$ cat src/design/scratch_defs.svh
`ifndef SCRATCH_DEFS_SVH
`define SCRATCH_DEFS_SVH

// scratchpad geometry

// number of sram words, address width follows from this
`define SCR_NUM_WORDS 256

// bits per data word
`define SCR_DATA_WIDTH 32

// bits covered by one byte-enable lane
`define SCR_BYTE_WIDTH 8

// cycles from granted read to valid read data
`define SCR_LATENCY 1

`endif
$ cat src/design/memPkg.sv
`include "scratch_defs.svh"

// memory-side types shared by the sram, the arbiter and the engines
package memPkg;

  // word address into the scratchpad
  typedef logic [$clog2(`SCR_NUM_WORDS)-1:0] addr_t;

  // one data word
  typedef logic [`SCR_DATA_WIDTH-1:0] data_t;

  // one enable bit per byte lane, rounded up
  typedef logic [(`SCR_DATA_WIDTH+`SCR_BYTE_WIDTH-1)/`SCR_BYTE_WIDTH-1:0] be_t;

  // requester slot number
  // host 0, copy 1, fill 2
  typedef logic [1:0] reqIdx_t;

endpackage

$ cat src/design/memArbiter.sv
`timescale 1ns/1ns
`include "scratch_defs.svh"

module memArbiter #(
  parameter int unsigned NumReq = 3
) (
  input  logic                       clk_i,
  input  logic                       rst_ni,
  // one lane per requester
  input  logic          [NumReq-1:0] req_i,
  input  logic          [NumReq-1:0] we_i,
  input  memPkg::addr_t [NumReq-1:0] addr_i,
  input  memPkg::data_t [NumReq-1:0] wdata_i,
  input  memPkg::be_t   [NumReq-1:0] be_i,
  output logic          [NumReq-1:0] gnt_o,
  output logic          [NumReq-1:0] rvalid_o,
  // toward the sram
  output logic                       memReq_o,
  output logic                       memWe_o,
  output memPkg::addr_t              memAddr_o,
  output memPkg::data_t              memWdata_o,
  output memPkg::be_t                memBe_o
);

  // read-valid delay matches the sram read latency
  localparam int unsigned Latency = `SCR_LATENCY;

  // slot with highest priority this cycle
  memPkg::reqIdx_t ptrQ;

  logic            winValid;
  memPkg::reqIdx_t winIdx;

  // in-flight reads, stage 0 is due this cycle
  logic            [Latency-1:0] vldQ;
  memPkg::reqIdx_t [Latency-1:0] idxQ;

  // rotating priority search starting at the pointer
  always_comb begin
    int unsigned cand;
    winValid = 1'b0;
    winIdx   = '0;
    for (int unsigned k = 0; k < NumReq; k++) begin
      cand = (ptrQ + k) % NumReq;
      if (!winValid && req_i[cand]) begin
        winValid = 1'b1;
        winIdx   = memPkg::reqIdx_t'(cand);
      end
    end
  end

  // one-hot grant to the winner only
  always_comb begin
    gnt_o = '0;
    if (winValid) begin
      gnt_o[winIdx] = 1'b1;
    end
  end

  // winner's fields go straight to the sram
  assign memReq_o   = winValid;
  assign memWe_o    = we_i[winIdx];
  assign memAddr_o  = addr_i[winIdx];
  assign memWdata_o = wdata_i[winIdx];
  assign memBe_o    = be_i[winIdx];

  // return the read pulse to whoever issued it
  always_comb begin
    rvalid_o = '0;
    if (vldQ[0]) begin
      rvalid_o[idxQ[0]] = 1'b1;
    end
  end

  always_ff @(posedge clk_i or negedge rst_ni) begin
    if (!rst_ni) begin
      ptrQ <= '0;
      vldQ <= '0;
      idxQ <= '0;
    end else begin
      // slot after the winner gets first pick next time
      if (winValid) begin
        ptrQ <= (winIdx == NumReq - 1) ? '0 : memPkg::reqIdx_t'(winIdx + 1);
      end
      // shift every cycle so back-to-back reads overlap
      for (int unsigned j = 0; j + 1 < Latency; j++) begin
        vldQ[j] <= vldQ[j+1];
        idxQ[j] <= idxQ[j+1];
      end
      vldQ[Latency-1] <= winValid && !we_i[winIdx];
      idxQ[Latency-1] <= winIdx;
    end
  end

endmodule

$ cat config.mk
export PLATFORM = sky130hd
export DESIGN_NAME = memArbiter
export DESIGN_NICKNAME = d
export VERILOG_FILES = /design/src/design/memPkg.sv /design/src/design/memArbiter.sv
export VERILOG_INCLUDE_DIRS = /design/src /design/src/design
export SDC_FILE = /design/constraint.sdc
export NUM_CORES = 1
export LEC_CHECK = 0
export BUFFER_PORTS_ARGS = -buffer_cell sky130_fd_sc_hd__buf_2
export CORE_ASPECT_RATIO = 1.4
export CORE_MARGIN = 10
export CORE_UTILIZATION = 40
export DETAILED_ROUTE_END_ITERATION = 7
export PLACE_DENSITY = 0.9
export SYNTH_ARGS = -nofsm -noshare
export SYNTH_HDL_FRONTEND = slang
export SYNTH_SLANG_ARGS = --single-unit
$ cat constraint.sdc
create_clock -name clk_i -period 3.6 [get_ports clk_i]
set_input_delay 0.72 -clock clk_i [delete_from_list [all_inputs] [get_ports clk_i]]
set_output_delay 0.72 -clock clk_i [all_outputs]
set_load 0.005 [all_outputs]
==> results.json <==
{
  "status": "finished clean",
  "hold_viol_final": 0,
  "cts_root_buffer": "clkbuf_8",
  "crit_type": "register to output pin",
  "cts_max_level": 1,
  "drive_above_1_share_pct": 41.9,
  "drc": 0,
  "io_buffers": 191,
  "grt_usage_pct": 22.0,
  "place_area_um2": 3300,
  "syn_to_final_growth_pct": 49.4,
  "reg2reg_slack_ns": 1.12,
  "path_max_fanout": 6,
  "max_freq_mhz": 288,
  "clock_path_buffers": 2,
  "final_cell_mix": "buf_2, a21oi_1, nor2_1, o211ai_1",
  "coreArea_um2": 5610,
  "gp_congestion": 0.885,
  "wl_per_cell_um": 19.7,
  "viasPerCell": 6.42,
  "combPwrFrac_pct": 94.7,
  "drtIter0Drc": 321,
  "antenna_cells": 0,
  "finalPower_mw": 4.03,
  "wl_um": 12200,
  "final-seq-area_um2": 126,
  "vdd_drop_max_mv": 0.564,
  "cts_sinks": 5,
  "dp_cells": 606,
  "synthCells": 383,
  "dp_hpwl_um": 8740,
  "worst_pin_slew_ns": 0.628,
  "min_period_ns": 3.47,
  "yosysUniqueCellTypes": 41,
  "tns_ns": 0,
  "final_nets": 694,
  "cp.required_ns": 2.88,
  "max-slew-margin-rel_pct": 58.1,
  "setup_viol": 0,
  "p_sw_share_pct": 56.3,
  "min_path_type": "primary input to asynchronous set/reset pin",
  "final_cells": 617,
  "final_common_cell": "buf_2",
  "ant_nets": 0,
  "r2r-start": "ptrQ[0]",
  "worst_setup_path_end_kind": "output pin",
  "clock_power_share_pct": 2.6,
  "cts_tree": "built",
  "internal_power_mw": 1.76,
  "fillCellCount": 520,
  "synth-seq-cells": 5,
  "initial_utilization_pct": 41.6,
  "synth_seq_area_share_pct": 5.36,
  "cts_buffers": 3,
  "slew_viol_final": 0,
  "ctsHoldBuffers": 0,
  "die_area_um2": 9330,
  "finClkSkew_ns": 0.00119,
  "synth_edf_count": 0,
  "synthFlopType": "dfrtp_1",
  "path_clk_slew_ns": 0.04,
  "powerDensity_nw_per_um2": 1160,
  "drt-pass1-iter-count": 5,
  "antenna_found_initial": 0,
  "syn_area_um2": 2330,
  "r2r-end": "vldQ",
  "ys_warn_count": 0,
  "rsz0062_at_grt": "no",
  "arrival_ns": 2.75,
  "start_kind": "register",
  "io_pins": 192,
  "finalInstanceArea_um2": 3480,
  "synth_async_sr_flop_share_pct": 100,
  "p_sw_mw": 2.27,
  "reg2reg_depth": 10,
  "vias": 3960,
  "grt_overflow": 0,
  "syn_avg_cell_area_um2": 6.09,
  "grt_pass1_wl_um": 17700,
  "grt_max_degree": 49,
  "cp-endpoint": "memWe_o",
  "seq_power_share_pct": 2.7,
  "min_period_over_period_pct": 96.5,
  "worstSkewPairLatency_ns": 0.22,
  "holdWs_ns": 0.304,
  "crit_start": "ptrQ[0]",
  "p_leak_nw": 1.51,
  "grt_pass1_vias": 3791,
  "multiInputGateArea_um2": 2060,
  "die_h_um": 110,
  "placementRows": 32,
  "syn_nets": 527,
  "die_x_um": 84.5,
  "maxCapViolCount": 0
}
-- how the worst min path moves through the flow --
| stage | start | endpoint | slack [ns] | depth (start not counted) |
|---|---|---|---|---|
| global route | rst_ni | ptrQ[1] | 0.31 | 1 |
| CTS | rst_ni | ptrQ[0] | 0.31 | 1 |
| detailed placement | rst_ni | vldQ | 0.54 | 1 |
| global placement | ptrQ[0] | ptrQ[0] | 0.52 | 2 |
| finish | rst_ni | ptrQ[1] | 0.30 | 1 |
| floorplan | rst_ni | idxQ[0] | 0.42 | 0 |
-- timing repair --
item / in CTS / in global routing
buffers inserted: 0 / 3
endpoints found under the setup margin: 23 / 45
pin swaps: 2 / 2
cloned: 2 / 2
gates resized for setup: 3 / 13
-- worst max-delay path, cell delays in order, from the launching register on --
cell and delay [ns]:
dfrtp_2 0.41, inv_1 0.08, ha_2 0.31, buf_6 0.15, mux2i_4 0.20, o22ai_4 0.18
nor3_1 0.08, o31a_2 0.47, buf_6 0.16, or2_0 0.20, and2_1 0.15, buf_2 0.12
-- final cells by class --
type	count	share of cell area (%)
clock buffer	4	1.29
inverter	7	0.754
multi-input combinational	324	59.0
sequential	5	3.63
tap	68	2.44
timing repair buffer	209	32.9
-- power by group through the flow --
stage	logic (mW)	clock network, mW	registers, mW
4_1_cts	3.61	0.105	0.108
6_report	3.82	0.106	0.109
3_3_place_gp	3.44	0	0.106
5_1_grt	4.17	0.112	0.111
2_1_floorplan	2.29	0	0.103
3_5_place_dp	3.54	0	0.109
-- per-stage QoR --
step,util [%],setup slack (ns)
5_1_grt,62.2,0.0110
3_3_place_gp,59.0,0.130
6_report,62.2,0.127
4_1_cts,60.2,0.0497
2_1_floorplan,-,0.717
3_5_place_dp,59.0,0.0286
-- cell usage after synthesis, types with 2 or more instances --
cell | n | area (µm²)
a21oi_1 | 90 | 450
nor2_1 | 51 | 191
o211ai_1 | 45 | 338
a221oi_1 | 44 | 385
nand3_1 | 44 | 220
clkbuf_1 | 25 | 93.8
buf_2 | 18 | 90.1
inv_1 | 6 | 22.5
dfrtp_1 | 5 | 125
nand2_1 | 5 | 18.8
buf_4 | 4 | 30.0
ha_1 | 4 | 50.1
and3b_1 | 3 | 26.3
mux2i_1 | 3 | 30.0
nor3_1 | 3 | 15.0
a2bb2oi_1 | 2 | 17.5
buf_1 | 2 | 7.51
nand2b_1 | 2 | 12.5
nand3b_1 | 2 | 15.0
nor3b_1 | 2 | 15.0
o21ai_0 | 2 | 10.0
o21ai_1 | 2 | 10.0
-- cell families after synthesis --
kind of cell	share of synthesized area (%)
flip-flops	5.36
buffers and inverters	11.1
AO/OA/AOI/OAI	56.1
multiplexers	1.88
AND/OR/NAND/NOR	23.4
adder cells (fa/ha/maj)	2.15
-- registers in the layout (all words and copies together), names as in the netlist --
name and count:
vldQ 1, idxQ 2, ptrQ 2
-- metal layers --
| layer | global-route usage [%] | wire [µm] |
|---|---|---|
| met3 | 5.36 | 1120 |
| met1 | 22.7 | 4300 |
| met4 | 8.49 | 412 |
| met5 | 0 | 0 |
| met2 | 41.6 | 6330 |
Power figures use the tool's default switching activity.
