===== src/design/scratch_defs.svh =====
`ifndef SCRATCH_DEFS_SVH
`define SCRATCH_DEFS_SVH

// scratchpad geometry

// number of sram words, address width follows from this
`define SCR_NUM_WORDS 256

// bits per data word
`define SCR_DATA_WIDTH 32

// bits covered by one byte-enable lane
`define SCR_BYTE_WIDTH 8

// cycles from granted read to valid read data
`define SCR_LATENCY 1

`endif

===== src/design/engPkg.sv =====
`include "scratch_defs.svh"

// engine-side types for the copy and fill engines
package engPkg;

  // run length in words
  // one extra bit so a run over the whole array fits
  typedef logic [$clog2(`SCR_NUM_WORDS):0] len_t;

  // copy engine fsm, one read then one write per word
  typedef enum logic [1:0] {
    CopyIdle,
    CopyRead,
    CopyWaitData,
    CopyWrite
  } copyState_t;

  // fill engine fsm, only ever writes
  typedef enum logic {
    FillIdle,
    FillWrite
  } fillState_t;

endpackage


===== src/design/memPkg.sv =====
`include "scratch_defs.svh"

// memory-side types shared by the sram, the arbiter and the engines
package memPkg;

  // word address into the scratchpad
  typedef logic [$clog2(`SCR_NUM_WORDS)-1:0] addr_t;

  // one data word
  typedef logic [`SCR_DATA_WIDTH-1:0] data_t;

  // one enable bit per byte lane, rounded up
  typedef logic [(`SCR_DATA_WIDTH+`SCR_BYTE_WIDTH-1)/`SCR_BYTE_WIDTH-1:0] be_t;

  // requester slot number
  // host 0, copy 1, fill 2
  typedef logic [1:0] reqIdx_t;

endpackage


===== src/design/copyEngine.sv =====
`timescale 1ns/1ns

module copyEngine (
  input  logic          clk_i,
  input  logic          rst_ni,
  // run control
  input  logic          start_i,
  input  memPkg::addr_t src_i,
  input  memPkg::addr_t dst_i,
  input  engPkg::len_t  len_i,
  output logic          busy_o,
  output logic          done_o,
  // requester lane
  output logic          memReq_o,
  output logic          memWe_o,
  output memPkg::addr_t memAddr_o,
  output memPkg::data_t memWdata_o,
  output memPkg::be_t   memBe_o,
  input  logic          memGnt_i,
  input  logic          memRvalid_i,
  input  memPkg::data_t memRdata_i
);

  engPkg::copyState_t stateQ;

  // next source and destination words
  memPkg::addr_t srcQ;
  memPkg::addr_t dstQ;

  // words still to be written
  engPkg::len_t remQ;

  // word in transit between read and write
  memPkg::data_t dataQ;

  logic doneQ;

  assign busy_o = (stateQ != engPkg::CopyIdle);
  assign done_o = doneQ;

  // request held for as long as the state lasts
  assign memReq_o   = (stateQ == engPkg::CopyRead) || (stateQ == engPkg::CopyWrite);
  assign memWe_o    = (stateQ == engPkg::CopyWrite);
  assign memAddr_o  = (stateQ == engPkg::CopyWrite) ? dstQ : srcQ;
  assign memWdata_o = dataQ;
  // whole words are copied
  assign memBe_o    = '1;

  always_ff @(posedge clk_i or negedge rst_ni) begin
    if (!rst_ni) begin
      stateQ <= engPkg::CopyIdle;
      srcQ   <= '0;
      dstQ   <= '0;
      remQ   <= '0;
      dataQ  <= '0;
      doneQ  <= 1'b0;
    end else begin
      // done lasts a single cycle
      doneQ <= 1'b0;
      case (stateQ)
        engPkg::CopyIdle: begin
          // start only seen here, so a busy engine ignores it
          if (start_i) begin
            if (len_i == '0) begin
              doneQ <= 1'b1;
            end else begin
              srcQ   <= src_i;
              dstQ   <= dst_i;
              remQ   <= len_i;
              stateQ <= engPkg::CopyRead;
            end
          end
        end
        engPkg::CopyRead: begin
          if (memGnt_i) begin
            // ascending order, wraps at the top address
            srcQ   <= srcQ + 1'b1;
            stateQ <= engPkg::CopyWaitData;
          end
        end
        engPkg::CopyWaitData: begin
          if (memRvalid_i) begin
            dataQ  <= memRdata_i;
            stateQ <= engPkg::CopyWrite;
          end
        end
        engPkg::CopyWrite: begin
          if (memGnt_i) begin
            dstQ <= dstQ + 1'b1;
            remQ <= remQ - 1'b1;
            // last word written ends the run
            if (remQ == engPkg::len_t'(1)) begin
              doneQ  <= 1'b1;
              stateQ <= engPkg::CopyIdle;
            end else begin
              stateQ <= engPkg::CopyRead;
            end
          end
        end
        default: stateQ <= engPkg::CopyIdle;
      endcase
    end
  end

endmodule


===== config.mk =====
export PLATFORM = sky130hd
export DESIGN_NAME = copyEngine
export DESIGN_NICKNAME = d
export VERILOG_FILES = /design/src/design/engPkg.sv /design/src/design/memPkg.sv /design/src/design/copyEngine.sv
export VERILOG_INCLUDE_DIRS = /design/src /design/src/design
export SDC_FILE = /design/constraint.sdc
export NUM_CORES = 1
export LEC_CHECK = 0
export BUFFER_PORTS_ARGS = -buffer_cell sky130_fd_sc_hd__buf_2
export CAP_MARGIN = 20
export CORE_MARGIN = 1
export CORE_UTILIZATION = 54
export CTS_CLUSTER_DIAMETER = 30
export DETAILED_ROUTE_END_ITERATION = 7
export PLACE_DENSITY = 0.85
export RECOVER_POWER = 25
export SETUP_SLACK_MARGIN = 0.5
export SLEW_MARGIN = 15
export SYNTH_ARGS = -nofsm -noshare
export SYNTH_HDL_FRONTEND = slang
export SYNTH_SLANG_ARGS = --single-unit

===== constraint.sdc =====
create_clock -name clk_i -period 3.18 [get_ports clk_i]
set_input_delay 0.636 -clock clk_i [delete_from_list [all_inputs] [get_ports clk_i]]
set_output_delay 0.636 -clock clk_i [all_outputs]
set_load 0.05 [all_outputs]

==> flow_summary.toml <==
[worst_setup_path]
crit_type = "reg -> reg"
cp.required_ns = 3.38
r2r-start = "stateQ[0]$_DFFE_PN0P_"
r2r_cells = 6
cp-end-kind = "register"
crit_path_max_fanout = 13
rrSetupSlack_ns = 0.66
arrival_ns = 2.73
r2r_end = "srcQ[6]$_DFFE_PN0P_"
crit_path_start_kind = "register"

[global_route]
grt_max_degree = 61
grt_pass1_vias = 2716
track_usage = 0.249
grt_overflow_total = 0
grt_antenna_before_repair = 0
grt_pass1_wl_um = 12100

[drt]
vias = 2818
drt_first_pass_iters = 4
first_iter_violations = 121
routed_via_density = 5.83
drc_errors = 0
ant_nets = 0
post_drt_wl_per_cell_um = 15.2
totalWireLength_um = 7360

[min_path]
hp-start = "memWdata_o[29]$_DFFE_PN0P_"
hold_class = "reg -> reg"
worstHoldPathCells = 1
whs_endpoint = "memWdata_o[29]$_DFFE_PN0P_"

[synthesis]
synth-edff-count = 0
ys_ff_latch = 60
synth_area_per_cell_um2 = 10.7
ys_warn_count = 0
synth_cell_types = 52
synth_top_area_cell = "dfrtp_1"
syn_inst = 297
synth_top_area_frac = 0.472
async_reset_ff_frac = 1.00
ys.flop_type = "dfrtp_1"
synthTopCellsByArea = "dfrtp_1 (47%), mux2_2 (14%), ha_1 (3.5%), a21oi_1 (3.0%), o21ai_0 (2.2%)"
syn_area_um2 = 3180
ys_seq_area_frac = 0.472

[timing]
finClkSkew_ns = 0.00625
finalHoldViolations = 0
setup-tns-final_ns = 0
hold_ws_ns = 0.501
rsz0062_at_grt = "no"
worstMarginPinSlew_ns = 1.44
slew_headroom = 0.0397
setup_viol = 0
finalCriticalPeriod_ns = 2.52
fmax_ghz = 0.397
slew_viol_final = 0
period_share = 0.793

[floorplan]
fp.dieH_um = 78.8
dieWidth_um = 78.8
floorplan.initialDensity = 0.568
rows = 27
ios = 110
fp.dieArea_um2 = 6210
core_area_um2 = 5610

[cts]
cts_hold_buf = 0
cts_setup_buffers = 0
htreeDepth = 3
cts_buffers = 9
cts_resized = 0
clk_pin_slew_ns = 0.06
cts_tree = "done"
cts_max_path_buffers = 2
cts-root-buf = "clkbuf_8"
clock-sinks = 60
clk_latency_ns = 0.32

[layout]
final_core_util = 0.705
num-nets-final = 478
fill_cells = 416
syn2layout_area_growth_pct = 24.1
drive_above_1_share = 0.445
antenna_cells = 0

[place]
portBuffers = 105
dp_hpwl_um = 5420
gp_congestion = 0.836

[job]
maxCapViolations = 0

[status]
status = "finished, final reports clean"
-- kinds of logic after synthesis --
family          synth area share
fa+ha+maj                 0.0354
mux                        0.154
other cells              0.00118
simple gates               0.120
flops                      0.472
buf+inv                   0.0452
compound gates             0.172
-- worst max-delay path, cell delays in order, from the launching register on --
cell and delay [ns]:
dfrtp_1 0.40, inv_1 0.15, ha_1 0.29, or4b_4 0.52, o31ai_4 0.54, nor2_2 0.19, mux2_2 0.31
-- final cells by class --
class	count	area, um2	area share
clock inverters	4	25.0	0.00633
well taps	72	90.1	0.0228
flip-flops and latches	60	1500	0.380
repair buffers	112	576	0.146
inverters	14	52.6	0.0133
multi-input cells	210	1560	0.394
clock buffers	11	151	0.0383
-- registers in the layout, indices dropped and copies added (netlist names) --
name        cells
srcQ            8
memWdata_o     32
done_o          1
remQ            9
dstQ            8
stateQ          2
-- synthesized netlist by cell type, types with 2 or more instances --
master    instances
a211oi_1          2
a21oi_1          19
a31o_2            2
a31oi_1          10
and3_1            3
buf_1             3
buf_4             4
buf_6             2
clkbuf_1          6
dfrtp_1          60
ha_1              9
inv_1            13
mux2_2           41
mux2i_1           3
nand2_1          17
nand2b_1          3
nand3_1          12
nand4_1           4
nor2_1           16
nor3_1            5
o211ai_1          2
o21ai_0          14
o221a_2           5
o22a_1            3
o22ai_1           4
o31a_1            2
o31ai_1           3
o32a_1            2
o32ai_1           2
or3_1             3
or4_1             2
-- per-stage QoR --
stage | setup WS (ns) | std cells | area (um2)
6_report | 0.659 | 483 | 3950
5_1_grt | 0.517 | 483 | 3950
4_1_cts | 0.655 | 483 | 3960
3_5_place_dp | 0.641 | 468 | 3780
3_3_place_gp | 0.675 | 468 | 3780
2_1_floorplan | 0.595 | 300 | 3200
-- placed cells by master (no fill, tap or decap), types with 3 or more instances in the layout --
cell type / n
a21oi_1: 19
a31oi_1: 10
and3_1: 3
buf_2: 105
buf_4: 6
clkbuf_8: 11
conb_1: 4
dfrtp_1: 60
ha_1: 8
inv_1: 13
mux2_2: 41
mux2i_1: 3
nand2_1: 17
nand2b_1: 3
nand3_1: 12
nand4_1: 4
nor2_1: 16
nor3_1: 5
o21ai_0: 12
o221a_2: 5
o22a_1: 3
o22ai_1: 4
o31ai_1: 3
or3_1: 3
-- layer usage --
| metal | vias up | GRT usage | routed length, um |
|---|---|---|---|
| met2 | 142 | 0.415 | 3450 |
| li1 | 1325 | - | - |
| met4 | 0 | 0.113 | 169 |
| met1 | 1336 | 0.311 | 3170 |
| met3 | 15 | 0.0529 | 566 |
| met5 | - | 0 | 0 |
-- worst max-delay path by stage --
stage	end	cells after the start	slack, ns	startpoint
after floorplan	memAddr_o[4]	5	0.60	stateQ[1]$_DFFE_PN0P_
after global placement	srcQ[6]$_DFFE_PN0P_	5	0.68	len_i[2]
after detailed placement	srcQ[7]$_DFFE_PN0P_	5	0.64	len_i[2]
after CTS	srcQ[6]$_DFFE_PN0P_	6	0.65	stateQ[0]$_DFFE_PN0P_
after global routing	remQ[1]$_DFFE_PN0P_	7	0.52	stateQ[1]$_DFFE_PN0P_
final	srcQ[6]$_DFFE_PN0P_	6	0.66	stateQ[0]$_DFFE_PN0P_
Power is not shown: default switching activity piles up to over one toggle a cycle in this logic, so the estimate is an artifact.
