`src/design/scratch_defs.svh`:
```
`ifndef SCRATCH_DEFS_SVH
`define SCRATCH_DEFS_SVH

// scratchpad geometry

// number of sram words, address width follows from this
`define SCR_NUM_WORDS 256

// bits per data word
`define SCR_DATA_WIDTH 32

// bits covered by one byte-enable lane
`define SCR_BYTE_WIDTH 8

// cycles from granted read to valid read data
`define SCR_LATENCY 1

`endif
```
`src/design/engPkg.sv`:
```
`include "scratch_defs.svh"

// engine-side types for the copy and fill engines
package engPkg;

  // run length in words
  // one extra bit so a run over the whole array fits
  typedef logic [$clog2(`SCR_NUM_WORDS):0] len_t;

  // copy engine fsm, one read then one write per word
  typedef enum logic [1:0] {
    CopyIdle,
    CopyRead,
    CopyWaitData,
    CopyWrite
  } copyState_t;

  // fill engine fsm, only ever writes
  typedef enum logic {
    FillIdle,
    FillWrite
  } fillState_t;

endpackage

```
`src/design/memPkg.sv`:
```
`include "scratch_defs.svh"

// memory-side types shared by the sram, the arbiter and the engines
package memPkg;

  // word address into the scratchpad
  typedef logic [$clog2(`SCR_NUM_WORDS)-1:0] addr_t;

  // one data word
  typedef logic [`SCR_DATA_WIDTH-1:0] data_t;

  // one enable bit per byte lane, rounded up
  typedef logic [(`SCR_DATA_WIDTH+`SCR_BYTE_WIDTH-1)/`SCR_BYTE_WIDTH-1:0] be_t;

  // requester slot number
  // host 0, copy 1, fill 2
  typedef logic [1:0] reqIdx_t;

endpackage

```
`src/design/fillEngine.sv`:
```
`timescale 1ns/1ns

module fillEngine (
  input  logic          clk_i,
  input  logic          rst_ni,
  // run control
  input  logic          start_i,
  input  memPkg::addr_t dst_i,
  input  engPkg::len_t  len_i,
  input  memPkg::data_t pattern_i,
  output logic          busy_o,
  output logic          done_o,
  // requester lane, write only
  output logic          memReq_o,
  output logic          memWe_o,
  output memPkg::addr_t memAddr_o,
  output memPkg::data_t memWdata_o,
  output memPkg::be_t   memBe_o,
  input  logic          memGnt_i
);

  engPkg::fillState_t stateQ;

  memPkg::addr_t dstQ;
  engPkg::len_t  remQ;

  // pattern plus index of the current word
  memPkg::data_t dataQ;

  logic doneQ;

  assign busy_o = (stateQ == engPkg::FillWrite);
  assign done_o = doneQ;

  // write request held until granted
  assign memReq_o   = (stateQ == engPkg::FillWrite);
  assign memWe_o    = 1'b1;
  assign memAddr_o  = dstQ;
  assign memWdata_o = dataQ;
  assign memBe_o    = '1;

  always_ff @(posedge clk_i or negedge rst_ni) begin
    if (!rst_ni) begin
      stateQ <= engPkg::FillIdle;
      dstQ   <= '0;
      remQ   <= '0;
      dataQ  <= '0;
      doneQ  <= 1'b0;
    end else begin
      doneQ <= 1'b0;
      case (stateQ)
        engPkg::FillIdle: begin
          if (start_i) begin
            // empty run only reports done
            if (len_i == '0) begin
              doneQ <= 1'b1;
            end else begin
              dstQ   <= dst_i;
              remQ   <= len_i;
              dataQ  <= pattern_i;
              stateQ <= engPkg::FillWrite;
            end
          end
        end
        engPkg::FillWrite: begin
          if (memGnt_i) begin
            // step address and value together
            dstQ  <= dstQ + 1'b1;
            dataQ <= dataQ + 1'b1;
            remQ  <= remQ - 1'b1;
            if (remQ == engPkg::len_t'(1)) begin
              doneQ  <= 1'b1;
              stateQ <= engPkg::FillIdle;
            end
          end
        end
        default: stateQ <= engPkg::FillIdle;
      endcase
    end
  end

endmodule

```
`config.mk`:
```
export PLATFORM = sky130hd
export DESIGN_NAME = fillEngine
export DESIGN_NICKNAME = d
export VERILOG_FILES = /design/src/design/engPkg.sv /design/src/design/memPkg.sv /design/src/design/fillEngine.sv
export VERILOG_INCLUDE_DIRS = /design/src /design/src/design
export SDC_FILE = /design/constraint.sdc
export NUM_CORES = 1
export LEC_CHECK = 0
export ABC_AREA = 1
export CAP_MARGIN = 20
export CORE_AREA = 2 2 83 144
export DETAILED_ROUTE_END_ITERATION = 16
export DIE_AREA = 0 0 85 146
export DONT_BUFFER_PORTS = 1
export PLACE_DENSITY = 0.49
export RECOVER_POWER = 25
export SETUP_SLACK_MARGIN = 0.4
export SLEW_MARGIN = 30
export SYNTH_ARGS = -nofsm -noshare
export SYNTH_HDL_FRONTEND = slang
export SYNTH_SLANG_ARGS = --single-unit
export TNS_END_PERCENT = 30
```
`constraint.sdc`:
```
create_clock -name clk_i -period 1.3 [get_ports clk_i]
set_input_delay 0.13 -clock clk_i [delete_from_list [all_inputs] [get_ports clk_i]]
set_output_delay 0.13 -clock clk_i [all_outputs]
set_load 0.03 [all_outputs]
```
==> results.py, run 1 <==
metrics = {
    "critical_path": {
        "endpoint_kind": "flop",
        "worst_setup_path_start_kind": "flop",
        "critPathMaxFanout": 7,
        "critical_path_class": "reg -> reg",
        "cp.arrival_ps": 1690,
        "timing.critical_path.required_ps": 1490,
    },
    "logic_synthesis": {
        "synth_top_area_share": 0.333,
        "synth-edff-count": 0,
        "yosys_warnings": 0,
        "yosysSeqAreaShare": 0.333,
        "netlist_area_before_placement_sq_um": 3830,
        "netlist-cell-type-count": 34,
        "synthesis.instances": 601,
        "ys_top_cells_by_area": "sky130_fd_sc_hd__dfrtp_1, sky130_fd_sc_hd__nand2_1, sky130_fd_sc_hd__nor2_1",
        "yosys-top-cells-count": "sky130_fd_sc_hd__nand2_1, sky130_fd_sc_hd__nor2_1, sky130_fd_sc_hd__nand3_1",
        "ys_dominant_reg_cell": "sky130_fd_sc_hd__dfrtp_1",
        "async_set_or_reset_flop_fraction_in_the_synthesized_netlist": 1.00,
        "ys_ff_latch": 51,
        "post_synthesis_average_cell_area_sq_um": 6.38,
        "netlist.top_cell.by_area": "sky130_fd_sc_hd__dfrtp_1",
        "post-synth-top-count-cell": "sky130_fd_sc_hd__nand2_1",
    },
    "timing": {
        "layout_setup_ws_ps": -199,
        "period_share": 1.15,
        "finalClockSkew_ps": 5.41,
        "fin_crit_ps": 1500,
        "fmax_mhz": 667,
        "timing.final.setup_violations": 49,
        "hold_violations": 51,
        "setup_repair_after_global_routing_missed_its_margin": "yes",
        "worst_hold_slack_ps": -486,
        "drv_slew": 0,
    },
    "finish": {
        "instances_no_fill": 851,
        "drive_gt1_frac": 0.337,
        "nets": 772,
        "flow.area_growth_from_synthesis_pct": 49.1,
    },
    "place": {
        "place.detailed.instances": 802,
        "post-dp-hpwl_microns": 8990,
        "gpl.final_weighted_congestion": 0.875,
        "count_of_input_and_output_buffers": 0,
    },
    "job": {
        "max_cap_check_violation_count": 0,
    },
    "clock_network": {
        "clockBufferDepth": 2,
        "cts_hold_buffers": 5,
        "worst_skew_pair.late_latency_ps": 300,
        "maximum_level_of_the_cts_h_tree": 2,
        "cts.reportedPaths.clkPinSlew_ps": 70,
        "tritoncts": "done",
        "root_cell_of_the_clock_tree": "sky130_fd_sc_hd__clkbuf_16",
        "tritoncts.num_buffers": 5,
        "numClockSinks": 51,
    },
    "pwr": {
        "ir_worst_vdd_uv": 1300,
        "cellPowerDensity_nw_per_um2": 2550,
        "static-leakage-power_nw": 2.67,
        "p_total_mw": 14.5,
    },
    "routing": {
        "drtPass1Iterations": 4,
        "vias_post_dr": 4318,
        "wl_per_cell_microns": 16.2,
        "met2RoutedLength_microns": 7770,
        "drt-met1-wl_microns": 4960,
        "wirelength_microns": 13800,
        "drt_iter0_markers": 192,
        "met3_length_microns": 577,
        "highest_layer": "met4",
        "post_drt_via_cell_ratio": 5.07,
        "post-route-drc-count": 0,
        "antenna_left": 0,
    },
    "global_route": {
        "grt_pass1_vias": 4319,
        "grt_antenna_before_repair": 3,
        "grtUsageTotal": 0.217,
        "largest_net_degree_at_the_start_of_global_routing": 52,
        "grt_remaining_overflow": 0,
        "first_pass_grt_wire_length_microns": 21400,
    },
    "floorplanning": {
        "die_height_microns": 146,
        "chipWidth_microns": 85,
        "num_rows": 51,
        "start_util": 0.343,
        "die_area_sq_um": 12400,
        "ioPinCount": 101,
        "core_region_area_sq_um": 11200,
    },
    "hold_path": {
        "min_path_type": "in -> async",
    },
    "run_status": {
        "failed_checks": "negative hold slack, negative setup slack",
        "status": "complete, but fails checks",
    },
}
==> where the power goes <==
group / internal (mW) / switching (mW) / total [mW]
Sequential: 2.41 / 0.913 / 3.32
Combinational: 4.37 / 5.49 / 9.86
Clock: 0.721 / 0.649 / 1.37
==> critical path: stages (launching register included) <==
cell and delay [ps]:
sky130_fd_sc_hd__dfrtp_4 500, sky130_fd_sc_hd__inv_2 70, sky130_fd_sc_hd__nand2_1 50, sky130_fd_sc_hd__o21bai_4 190
sky130_fd_sc_hd__nand2_8 110, sky130_fd_sc_hd__buf_6 110, sky130_fd_sc_hd__buf_12 150, sky130_fd_sc_hd__clkinv_16 80
sky130_fd_sc_hd__nand2_2 60, sky130_fd_sc_hd__o21ai_2 40
==> path summary, 6_finish.rpt <==
kind                                        to  cells after the start      from  slack [ps]
worst max-delay path             memWdata_o[8]                      9    busy_o        -200
worst min-delay path            memWdata_o[19]                      0    rst_ni        -490
worst max register to register   memWdata_o[8]                      9    busy_o        -200
worst min register to register         remQ[7]                      2   remQ[7]         520
max in group asynchronous               busy_o                      0    rst_ni        1670
min in group clk_i                memAddr_o[5]                      2  dst_i[5]          10
==> layout by cell type, fill, tap and decap left out, types with 3 or more instances in the layout <==
| cell | instances |
|---|---|
| sky130_fd_sc_hd__dlygate4sd3_1 | 5 |
| sky130_fd_sc_hd__o21a_1 | 5 |
| sky130_fd_sc_hd__buf_12 | 5 |
| sky130_fd_sc_hd__buf_6 | 55 |
| sky130_fd_sc_hd__nand2_2 | 17 |
| sky130_fd_sc_hd__nand4_1 | 5 |
| sky130_fd_sc_hd__nand2_4 | 7 |
| sky130_fd_sc_hd__nor2_2 | 17 |
| sky130_fd_sc_hd__buf_16 | 3 |
| sky130_fd_sc_hd__ha_1 | 3 |
| sky130_fd_sc_hd__o211ai_1 | 5 |
| sky130_fd_sc_hd__nand3b_1 | 4 |
| sky130_fd_sc_hd__buf_4 | 52 |
| sky130_fd_sc_hd__nand2_1 | 195 |
| sky130_fd_sc_hd__dfrtp_1 | 27 |
| sky130_fd_sc_hd__a21oi_1 | 7 |
| sky130_fd_sc_hd__nor2_4 | 21 |
| sky130_fd_sc_hd__inv_12 | 3 |
| sky130_fd_sc_hd__o21ai_2 | 5 |
| sky130_fd_sc_hd__diode_2 | 3 |
| sky130_fd_sc_hd__nor2_1 | 77 |
| sky130_fd_sc_hd__o21ai_1 | 16 |
| sky130_fd_sc_hd__inv_1 | 43 |
| sky130_fd_sc_hd__or2_2 | 7 |
| sky130_fd_sc_hd__nand3_1 | 50 |
| sky130_fd_sc_hd__conb_1 | 5 |
| sky130_fd_sc_hd__clkbuf_1 | 3 |
| sky130_fd_sc_hd__clkbuf_16 | 6 |
| sky130_fd_sc_hd__dfrtp_2 | 23 |
| sky130_fd_sc_hd__nand3_2 | 4 |
| sky130_fd_sc_hd__o21ai_0 | 19 |
==> per-stage QoR <==
stage / area (sq um) / util / worst slack, ps / setup TNS [ps] / hold WS, ps
finish: 5720 / 0.512 / -199 / -7370 / -486
floorplan: 3910 / - / -145 / -3500 / -166
detailed placement: 4610 / 0.413 / -262 / -4690 / -162
global placement: 4610 / 0.413 / -253 / -3540 / -163
CTS: 5320 / 0.477 / -172 / -5020 / -485
global route: 5720 / 0.512 / -296 / -10520 / -492
==> final cells by class <==
cell class / count / area [sq um]
Clock buffer: 8 / 136
Multi-Input combinational cell: 482 / 2490
Inverter: 46 / 189
Timing Repair Buffer: 123 / 1300
Sequential cell: 51 / 1310
Fill cell: 1131 / 5450
Timing Repair inverter: 6 / 120
Antenna cell: 3 / 7.51
Tap cell: 132 / 165
==> state kept, by name, indices dropped and copies added, names as in the netlist <==
signal      count
memWdata_o     32
busy_o          1
memAddr_o       8
remQ            9
done_o          1
==> layer usage <==
| layer | up-vias | GRT usage |
|---|---|---|
| met5 | - | 0 |
| met3 | 32 | 0.0408 |
| li1 | 2126 | - |
| met4 | 0 | 0.0841 |
| met1 | 2051 | 0.223 |
| met2 | 109 | 0.418 |
==> repair_timing <==
item	in CTS	in global routing
buffers inserted	12	12
endpoints found under the hold margin	56	51
endpoints found under the setup margin	94	94
gates cloned	5	4
gates resized for setup	93	86
pin swaps	12	21
==> kinds of logic after synthesis <==
family          count (synthesis)  synth area share
xor+xnor                        5            0.0114
other cells                     1          0.000978
compound gates                 62            0.0934
fa+ha+maj                       4            0.0131
flops                          51             0.333
simple gates                  406             0.451
buf+inv                        72            0.0970
(Power assumes the default switching activity.)
==> run 2: changes to the inputs <==
Settings changed: MAX_ROUTING_LAYER set to met4.
==> run 2 against run 1 <==
Net effect: the run still ends with negative hold slack, negative setup slack left; clock power about the same; worst hold slack better by 2.3 ps; combinational power barely moved; clock-buffer cell count unchanged; largest cell class unchanged; sequential share of layout area shrank 0.055 points; critical path depth is the same; die area unchanged; flip-flop and latch count is the same; final cell count up 0.12%; wire length shrank 0.33%.
==> results.py, run 2 (synthesized netlist as in run 1, its figures left out) <==
metrics = {
    "timing": {
        "period_share": 1.15,
        "fmax_mhz": 669,
        "timing.final.setup_violations": 49,
        "layout_setup_ws_ps": -195,
        "setup_repair_after_global_routing_missed_its_margin": "yes",
        "finalClockSkew_ps": 5.76,
        "hold_violations": 51,
        "fin_crit_ps": 1500,
        "drv_slew": 0,
        "worst_hold_slack_ps": -484,
    },
    "floorplanning": {
        "start_util": 0.343,
        "num_rows": 51,
        "ioPinCount": 101,
        "chipWidth_microns": 85,
        "die_height_microns": 146,
        "die_area_sq_um": 12400,
        "core_region_area_sq_um": 11200,
    },
    "critical_path": {
        "cp.arrival_ps": 1690,
        "critPathMaxFanout": 7,
        "critical-path-max-stage-delay_ps": 500,
        "timing.critical_path.required_ps": 1490,
        "worst_path_max_delay_cell": "sky130_fd_sc_hd__dfrtp_4",
        "endpoint_kind": "flop",
        "critical_path_class": "reg -> reg",
        "cp_top_family": "flip-flops",
        "worst_path_most_repeated_cell": "sky130_fd_sc_hd__nand2_1",
        "crit_chain": "inv_2, nand2_1, o21bai_4, nand2_8, buf_6, buf_12, clkinv_16, nand2_2, nand2_1",
        "worst_setup_path_start_kind": "flop",
        "critPathBufInv": 4,
    },
    "job": {
        "max_cap_check_violation_count": 0,
    },
    "finish": {
        "most-common-layout-cells": "sky130_fd_sc_hd__nand2_1, sky130_fd_sc_hd__nor2_1, sky130_fd_sc_hd__buf_6, sky130_fd_sc_hd__buf_4, sky130_fd_sc_hd__nand3_1",
        "final_core_util": 0.513,
        "nets": 773,
        "largest_reg_flops": 32,
        "fin_area_sq_um": 5730,
        "n_fill_cell": 1132,
        "flow.area_growth_from_synthesis_pct": 49.5,
        "layout_commonest_cell": "sky130_fd_sc_hd__nand2_1",
        "drive_gt1_frac": 0.336,
    },
    "routing": {
        "post_drt_via_cell_ratio": 5.09,
        "wl_per_cell_microns": 16.2,
        "wirelength_microns": 13800,
        "post-route-drc-count": 0,
        "drtPass1Iterations": 4,
        "drt_iter0_markers": 197,
        "antenna_left": 0,
        "vias_post_dr": 4337,
    },
    "global_route": {
        "grt_remaining_overflow": 0,
        "grt_pass1_vias": 4318,
        "largest_net_degree_at_the_start_of_global_routing": 52,
        "grtUsageTotal": 0.223,
        "first_pass_grt_wire_length_microns": 21400,
        "grt_antenna_before_repair": 3,
    },
    "clock_network": {
        "tritoncts.num_buffers": 5,
        "tritoncts": "done",
        "numClockSinks": 51,
        "clockBufferDepth": 2,
        "maximum_level_of_the_cts_h_tree": 2,
        "root_cell_of_the_clock_tree": "sky130_fd_sc_hd__clkbuf_16",
        "cts_hold_buffers": 5,
        "worst_skew_pair.late_latency_ps": 300,
        "cts.reportedPaths.clkPinSlew_ps": 70,
    },
    "pwr": {
        "p_total_mw": 14.6,
        "ir_worst_vdd_uv": 1310,
        "static-leakage-power_nw": 2.68,
        "cellPowerDensity_nw_per_um2": 2540,
    },
    "place": {
        "post-dp-hpwl_microns": 8990,
        "detailed_place.area_sq_um": 4610,
        "count_of_input_and_output_buffers": 0,
        "gpl.final_weighted_congestion": 0.889,
    },
    "run_status": {
        "status": "complete, but fails checks",
        "failed_checks": "negative hold slack, negative setup slack",
    },
    "hold_path": {
        "min_path_type": "in -> async",
    },
}
[run 2: changes by cell type in the layout (fill, tap and decap cells not counted)]
cell	before	now
sky130_fd_sc_hd__buf_6	55	56
sky130_fd_sc_hd__nand2_2	17	16
sky130_fd_sc_hd__nand2_4	7	8
sky130_fd_sc_hd__nor2_1	77	78
sky130_fd_sc_hd__nor2_2	17	16
[run 2: repair_timing]
item / 4_1_cts / 5_1_grt
resized for setup: 93 / 87
pin swaps: 12 / 22
setup buffers: 12 / 13
cloned: 5 / 4
hold endpoints to repair: 56 / 51
endpoints found under the setup margin: 94 / 94
[run 2: stage by stage]
| step | setup WS, ps | TNS, ps | hold WS [ps] | instances |
|---|---|---|---|---|
| 2_1_floorplan | -145 | -3500 | -166 | 605 |
| 3_3_place_gp | -253 | -3540 | -163 | 802 |
| 3_5_place_dp | -262 | -4690 | -162 | 802 |
| 4_1_cts | -172 | -5020 | -485 | 832 |
| 5_1_grt | -296 | -10570 | -492 | 852 |
| 6_report | -195 | -7360 | -484 | 852 |
[run 2: layer usage]
metal / global-route usage / vias to the layer above / wire [microns]
li1: - / 2124 / -
met1: 0.226 / 2054 / 4850
met2: 0.416 / 127 / 7770
met3: 0.0380 / 32 / 666
met4: 0.0841 / 0 / 489
met5: - / - / 0
[run 2: cell type report]
type                       instances  area, sq um  share of cell area
clock buffer                       8          136              0.0238
antenna                            3         7.51             0.00131
timing repair buffer             124         1310               0.228
inverter                          46          189              0.0330
sequential                        51         1310               0.228
timing repair inverter             6          120              0.0210
tap                              132          165              0.0288
multi-input combinational        482         2490               0.435
[run 2: worst reg2reg max path, cell delays in order (launching register included)]
cell	delay (ps)
sky130_fd_sc_hd__dfrtp_4	500
sky130_fd_sc_hd__inv_2	70
sky130_fd_sc_hd__nand2_1	50
sky130_fd_sc_hd__o21bai_4	190
sky130_fd_sc_hd__nand2_8	120
sky130_fd_sc_hd__buf_6	120
sky130_fd_sc_hd__buf_12	150
sky130_fd_sc_hd__clkinv_16	90
sky130_fd_sc_hd__nand2_2	60
sky130_fd_sc_hd__nand2_1	50
[run 2: worst paths after layout]
| path | start | end | slack [ps] | cells after the start |
|---|---|---|---|---|
| setup / recovery | busy_o | memWdata_o[29] | -200 | 9 |
| hold / removal | rst_ni | memWdata_o[19] | -480 | 0 |
| setup reg to reg | busy_o | memWdata_o[29] | -200 | 9 |
| hold reg to reg | remQ[7] | remQ[7] | 520 | 2 |
| max in group asynchronous | rst_ni | busy_o | 1660 | 0 |
| min in group clk_i | dst_i[5] | memAddr_o[5] | 10 | 2 |
[run 2: power breakdown]
group	internal (mW)	switching, mW	total [mW]
logic	4.39	5.49	9.89
registers	2.41	0.908	3.31
clock network	0.721	0.643	1.36
==> run 3: changes to the inputs <==
Settings changed: SETUP_SLACK_MARGIN 0.4 to not set.
==> run 3 against run 2 <==
Net effect: the run still ends with negative hold slack, negative setup slack left; clock power barely moved; via count is 5.0% lower; critical path depth increased by 1; wire length down 9.2%; final cell count down 3.3%; die area stayed put; first-iteration DRC count decreased by 7.6%; sequential power down 3%; combinational power decreased by 18%; total power is 13% lower; flip-flop and latch count unchanged; largest cell class unchanged.
==> results.py, run 3 (synthesized netlist as in run 1, its figures left out) <==
metrics = {
    "clock_network": {
        "worst_skew_pair.late_latency_ps": 300,
        "tritoncts": "done",
        "clockBufferDepth": 2,
        "tritoncts.num_buffers": 5,
        "cts_hold_buffers": 5,
        "root_cell_of_the_clock_tree": "sky130_fd_sc_hd__clkbuf_16",
        "maximum_level_of_the_cts_h_tree": 2,
        "numClockSinks": 51,
        "cts.reportedPaths.clkPinSlew_ps": 70,
    },
    "global_route": {
        "first_pass_grt_wire_length_microns": 20300,
        "grt_remaining_overflow": 0,
        "grt_pass1_vias": 4144,
        "grt_antenna_before_repair": 2,
        "largest_net_degree_at_the_start_of_global_routing": 52,
        "grtUsageTotal": 0.210,
    },
    "pwr": {
        "static-leakage-power_nw": 2.42,
        "power.share.clock": 0.106,
        "ir_worst_vdd_uv": 1130,
        "seq_power_share": 0.253,
        "power.internal_mw": 6.39,
        "power.share.combinational": 0.641,
        "p_sw_frac": 0.497,
        "p_switching_mw": 6.32,
        "cellPowerDensity_nw_per_um2": 2490,
    },
    "critical_path": {
        "worst_path_most_repeated_cell": "sky130_fd_sc_hd__nand2_1",
        "critical-path-max-stage-delay_ps": 400,
        "critical_path_class": "reg -> reg",
        "cp_top_family": "simple AND/OR/NAND/NOR gates",
        "critPathBufInv": 0,
        "worst_path_max_delay_cell": "sky130_fd_sc_hd__dfrtp_2",
        "cp.arrival_ps": 1650,
        "critPathMaxFanout": 6,
        "endpoint_kind": "flop",
        "crit_chain": "ha_4, nand2_4, nor2_4, nand2_4, nor2_4, nand2_1, nand2_1, nand3_1, nand2_1, nand2_1",
        "worst_setup_path_start_kind": "flop",
        "timing.critical_path.required_ps": 1490,
    },
    "place": {
        "count_of_input_and_output_buffers": 0,
        "gpl.final_weighted_congestion": 0.889,
        "post-dp-hpwl_microns": 8990,
    },
    "timing": {
        "drv_slew": 0,
        "finalClockSkew_ps": 4.61,
        "worst_hold_slack_ps": -482,
        "hold_violations": 51,
        "fmax_mhz": 687,
        "timing.final.setup_violations": 49,
        "period_share": 1.12,
        "setup_repair_after_global_routing_missed_its_margin": "yes",
        "layout_setup_ws_ps": -156,
        "fin_crit_ps": 1460,
    },
    "floorplanning": {
        "ioPinCount": 101,
        "num_rows": 51,
        "start_util": 0.343,
        "core_region_area_sq_um": 11200,
        "chipWidth_microns": 85,
        "die_area_sq_um": 12400,
        "die_height_microns": 146,
    },
    "routing": {
        "drt_iter0_markers": 182,
        "vias_post_dr": 4120,
        "wirelength_microns": 12500,
        "post_drt_via_cell_ratio": 5.00,
        "antenna_left": 0,
        "post-route-drc-count": 0,
        "drtPass1Iterations": 4,
        "wl_per_cell_microns": 15.2,
    },
    "finish": {
        "nets": 746,
        "flow.area_growth_from_synthesis_pct": 32.9,
        "layout_commonest_cell": "sky130_fd_sc_hd__nand2_1",
        "most-common-layout-cells": "sky130_fd_sc_hd__nand2_1, sky130_fd_sc_hd__nor2_1, sky130_fd_sc_hd__buf_4, sky130_fd_sc_hd__nand3_1, sky130_fd_sc_hd__inv_1",
        "final_core_util": 0.456,
        "drive_gt1_frac": 0.283,
        "largest_reg_flops": 32,
    },
    "hold_path": {
        "min_path_type": "in -> async",
    },
    "run_status": {
        "failed_checks": "negative hold slack, negative setup slack",
        "status": "complete, but fails checks",
    },
    "job": {
        "max_cap_check_violation_count": 0,
    },
}
==> run 3: cell types whose count changed in the layout (fill, tap and decap cells not counted), sizes merged <==
cell / delta
diode: -1
clkbuf: -1
buf: -21
clkinv: -2
inv: -3
==> run 3: timing repair <==
item,in CTS,in global routing
endpoints found under the hold margin,56,51
resized for setup,27,56
pin swaps,10,17
endpoints found under the setup margin,46,51
buffers inserted,4,3
gates cloned,1,0
==> run 3: worst register-to-register path, cell delays in order, from the launching register on <==
cell and delay, ps:
sky130_fd_sc_hd__dfrtp_2 400, sky130_fd_sc_hd__ha_4 150, sky130_fd_sc_hd__nand2_4 50, sky130_fd_sc_hd__nor2_4 140
sky130_fd_sc_hd__nand2_4 120, sky130_fd_sc_hd__nor2_4 180, sky130_fd_sc_hd__nand2_1 70, sky130_fd_sc_hd__nand2_1 60
sky130_fd_sc_hd__nand3_1 60, sky130_fd_sc_hd__nand2_1 70, sky130_fd_sc_hd__nand2_1 50
==> run 3: cell type report <==
type | count | area (sq um)
fill | 1194 | 6070
sequential | 51 | 1310
tap | 132 | 165
multi-input combinational | 482 | 2420
clock buffer | 8 | 136
inverter | 46 | 189
timing repair buffer | 102 | 858
timing repair inverter | 1 | 16.3
antenna | 2 | 5.00
==> run 3: worst paths after layout <==
check / slack (ps) / depth (start not counted) / from / end
max in group asynchronous: 1670 / 0 / rst_ni / busy_o
min: -480 / 0 / rst_ni / memWdata_o[14]
min reg2reg: 520 / 2 / remQ[7] / remQ[7]
min in group clk_i: 10 / 2 / pattern_i[7] / memWdata_o[7]
max reg2reg: -160 / 10 / memWdata_o[0] / memWdata_o[24]
max: -160 / 10 / memWdata_o[0] / memWdata_o[24]
==> run 3: routing by layer <==
layer  track usage  vias to the layer above  part of all wire
met4        0.0659                        0             0.021
li1              -                     2067                 -
met1         0.210                     1946              0.37
met3        0.0369                       13             0.041
met2         0.399                       94              0.57
met5             -                        -                 0
==> run 3: through the flow <==
step / cells / setup slack (ps) / instance area, sq um / setup TNS (ps) / power (mW)
floorplan: 605 / -145 / 3910 / -3500 / 8.03
global placement: 802 / -253 / 4610 / -3540 / 10.7
detailed placement: 802 / -262 / 4610 / -4690 / 10.8
CTS: 820 / -172 / 4910 / -4200 / 12.5
global route: 824 / -295 / 5090 / -8790 / 13.8
finish: 824 / -156 / 5090 / -4650 / 12.7
==> run 3: power by group through the flow <==
stage	clock, mW	sequential (mW)	combinational [mW]
global placement	0	3.19	7.46
finish	1.35	3.21	8.14
detailed placement	0	3.20	7.55
floorplan	0	4.32	3.72
global route	1.44	3.33	9.03
CTS	1.38	3.19	7.89
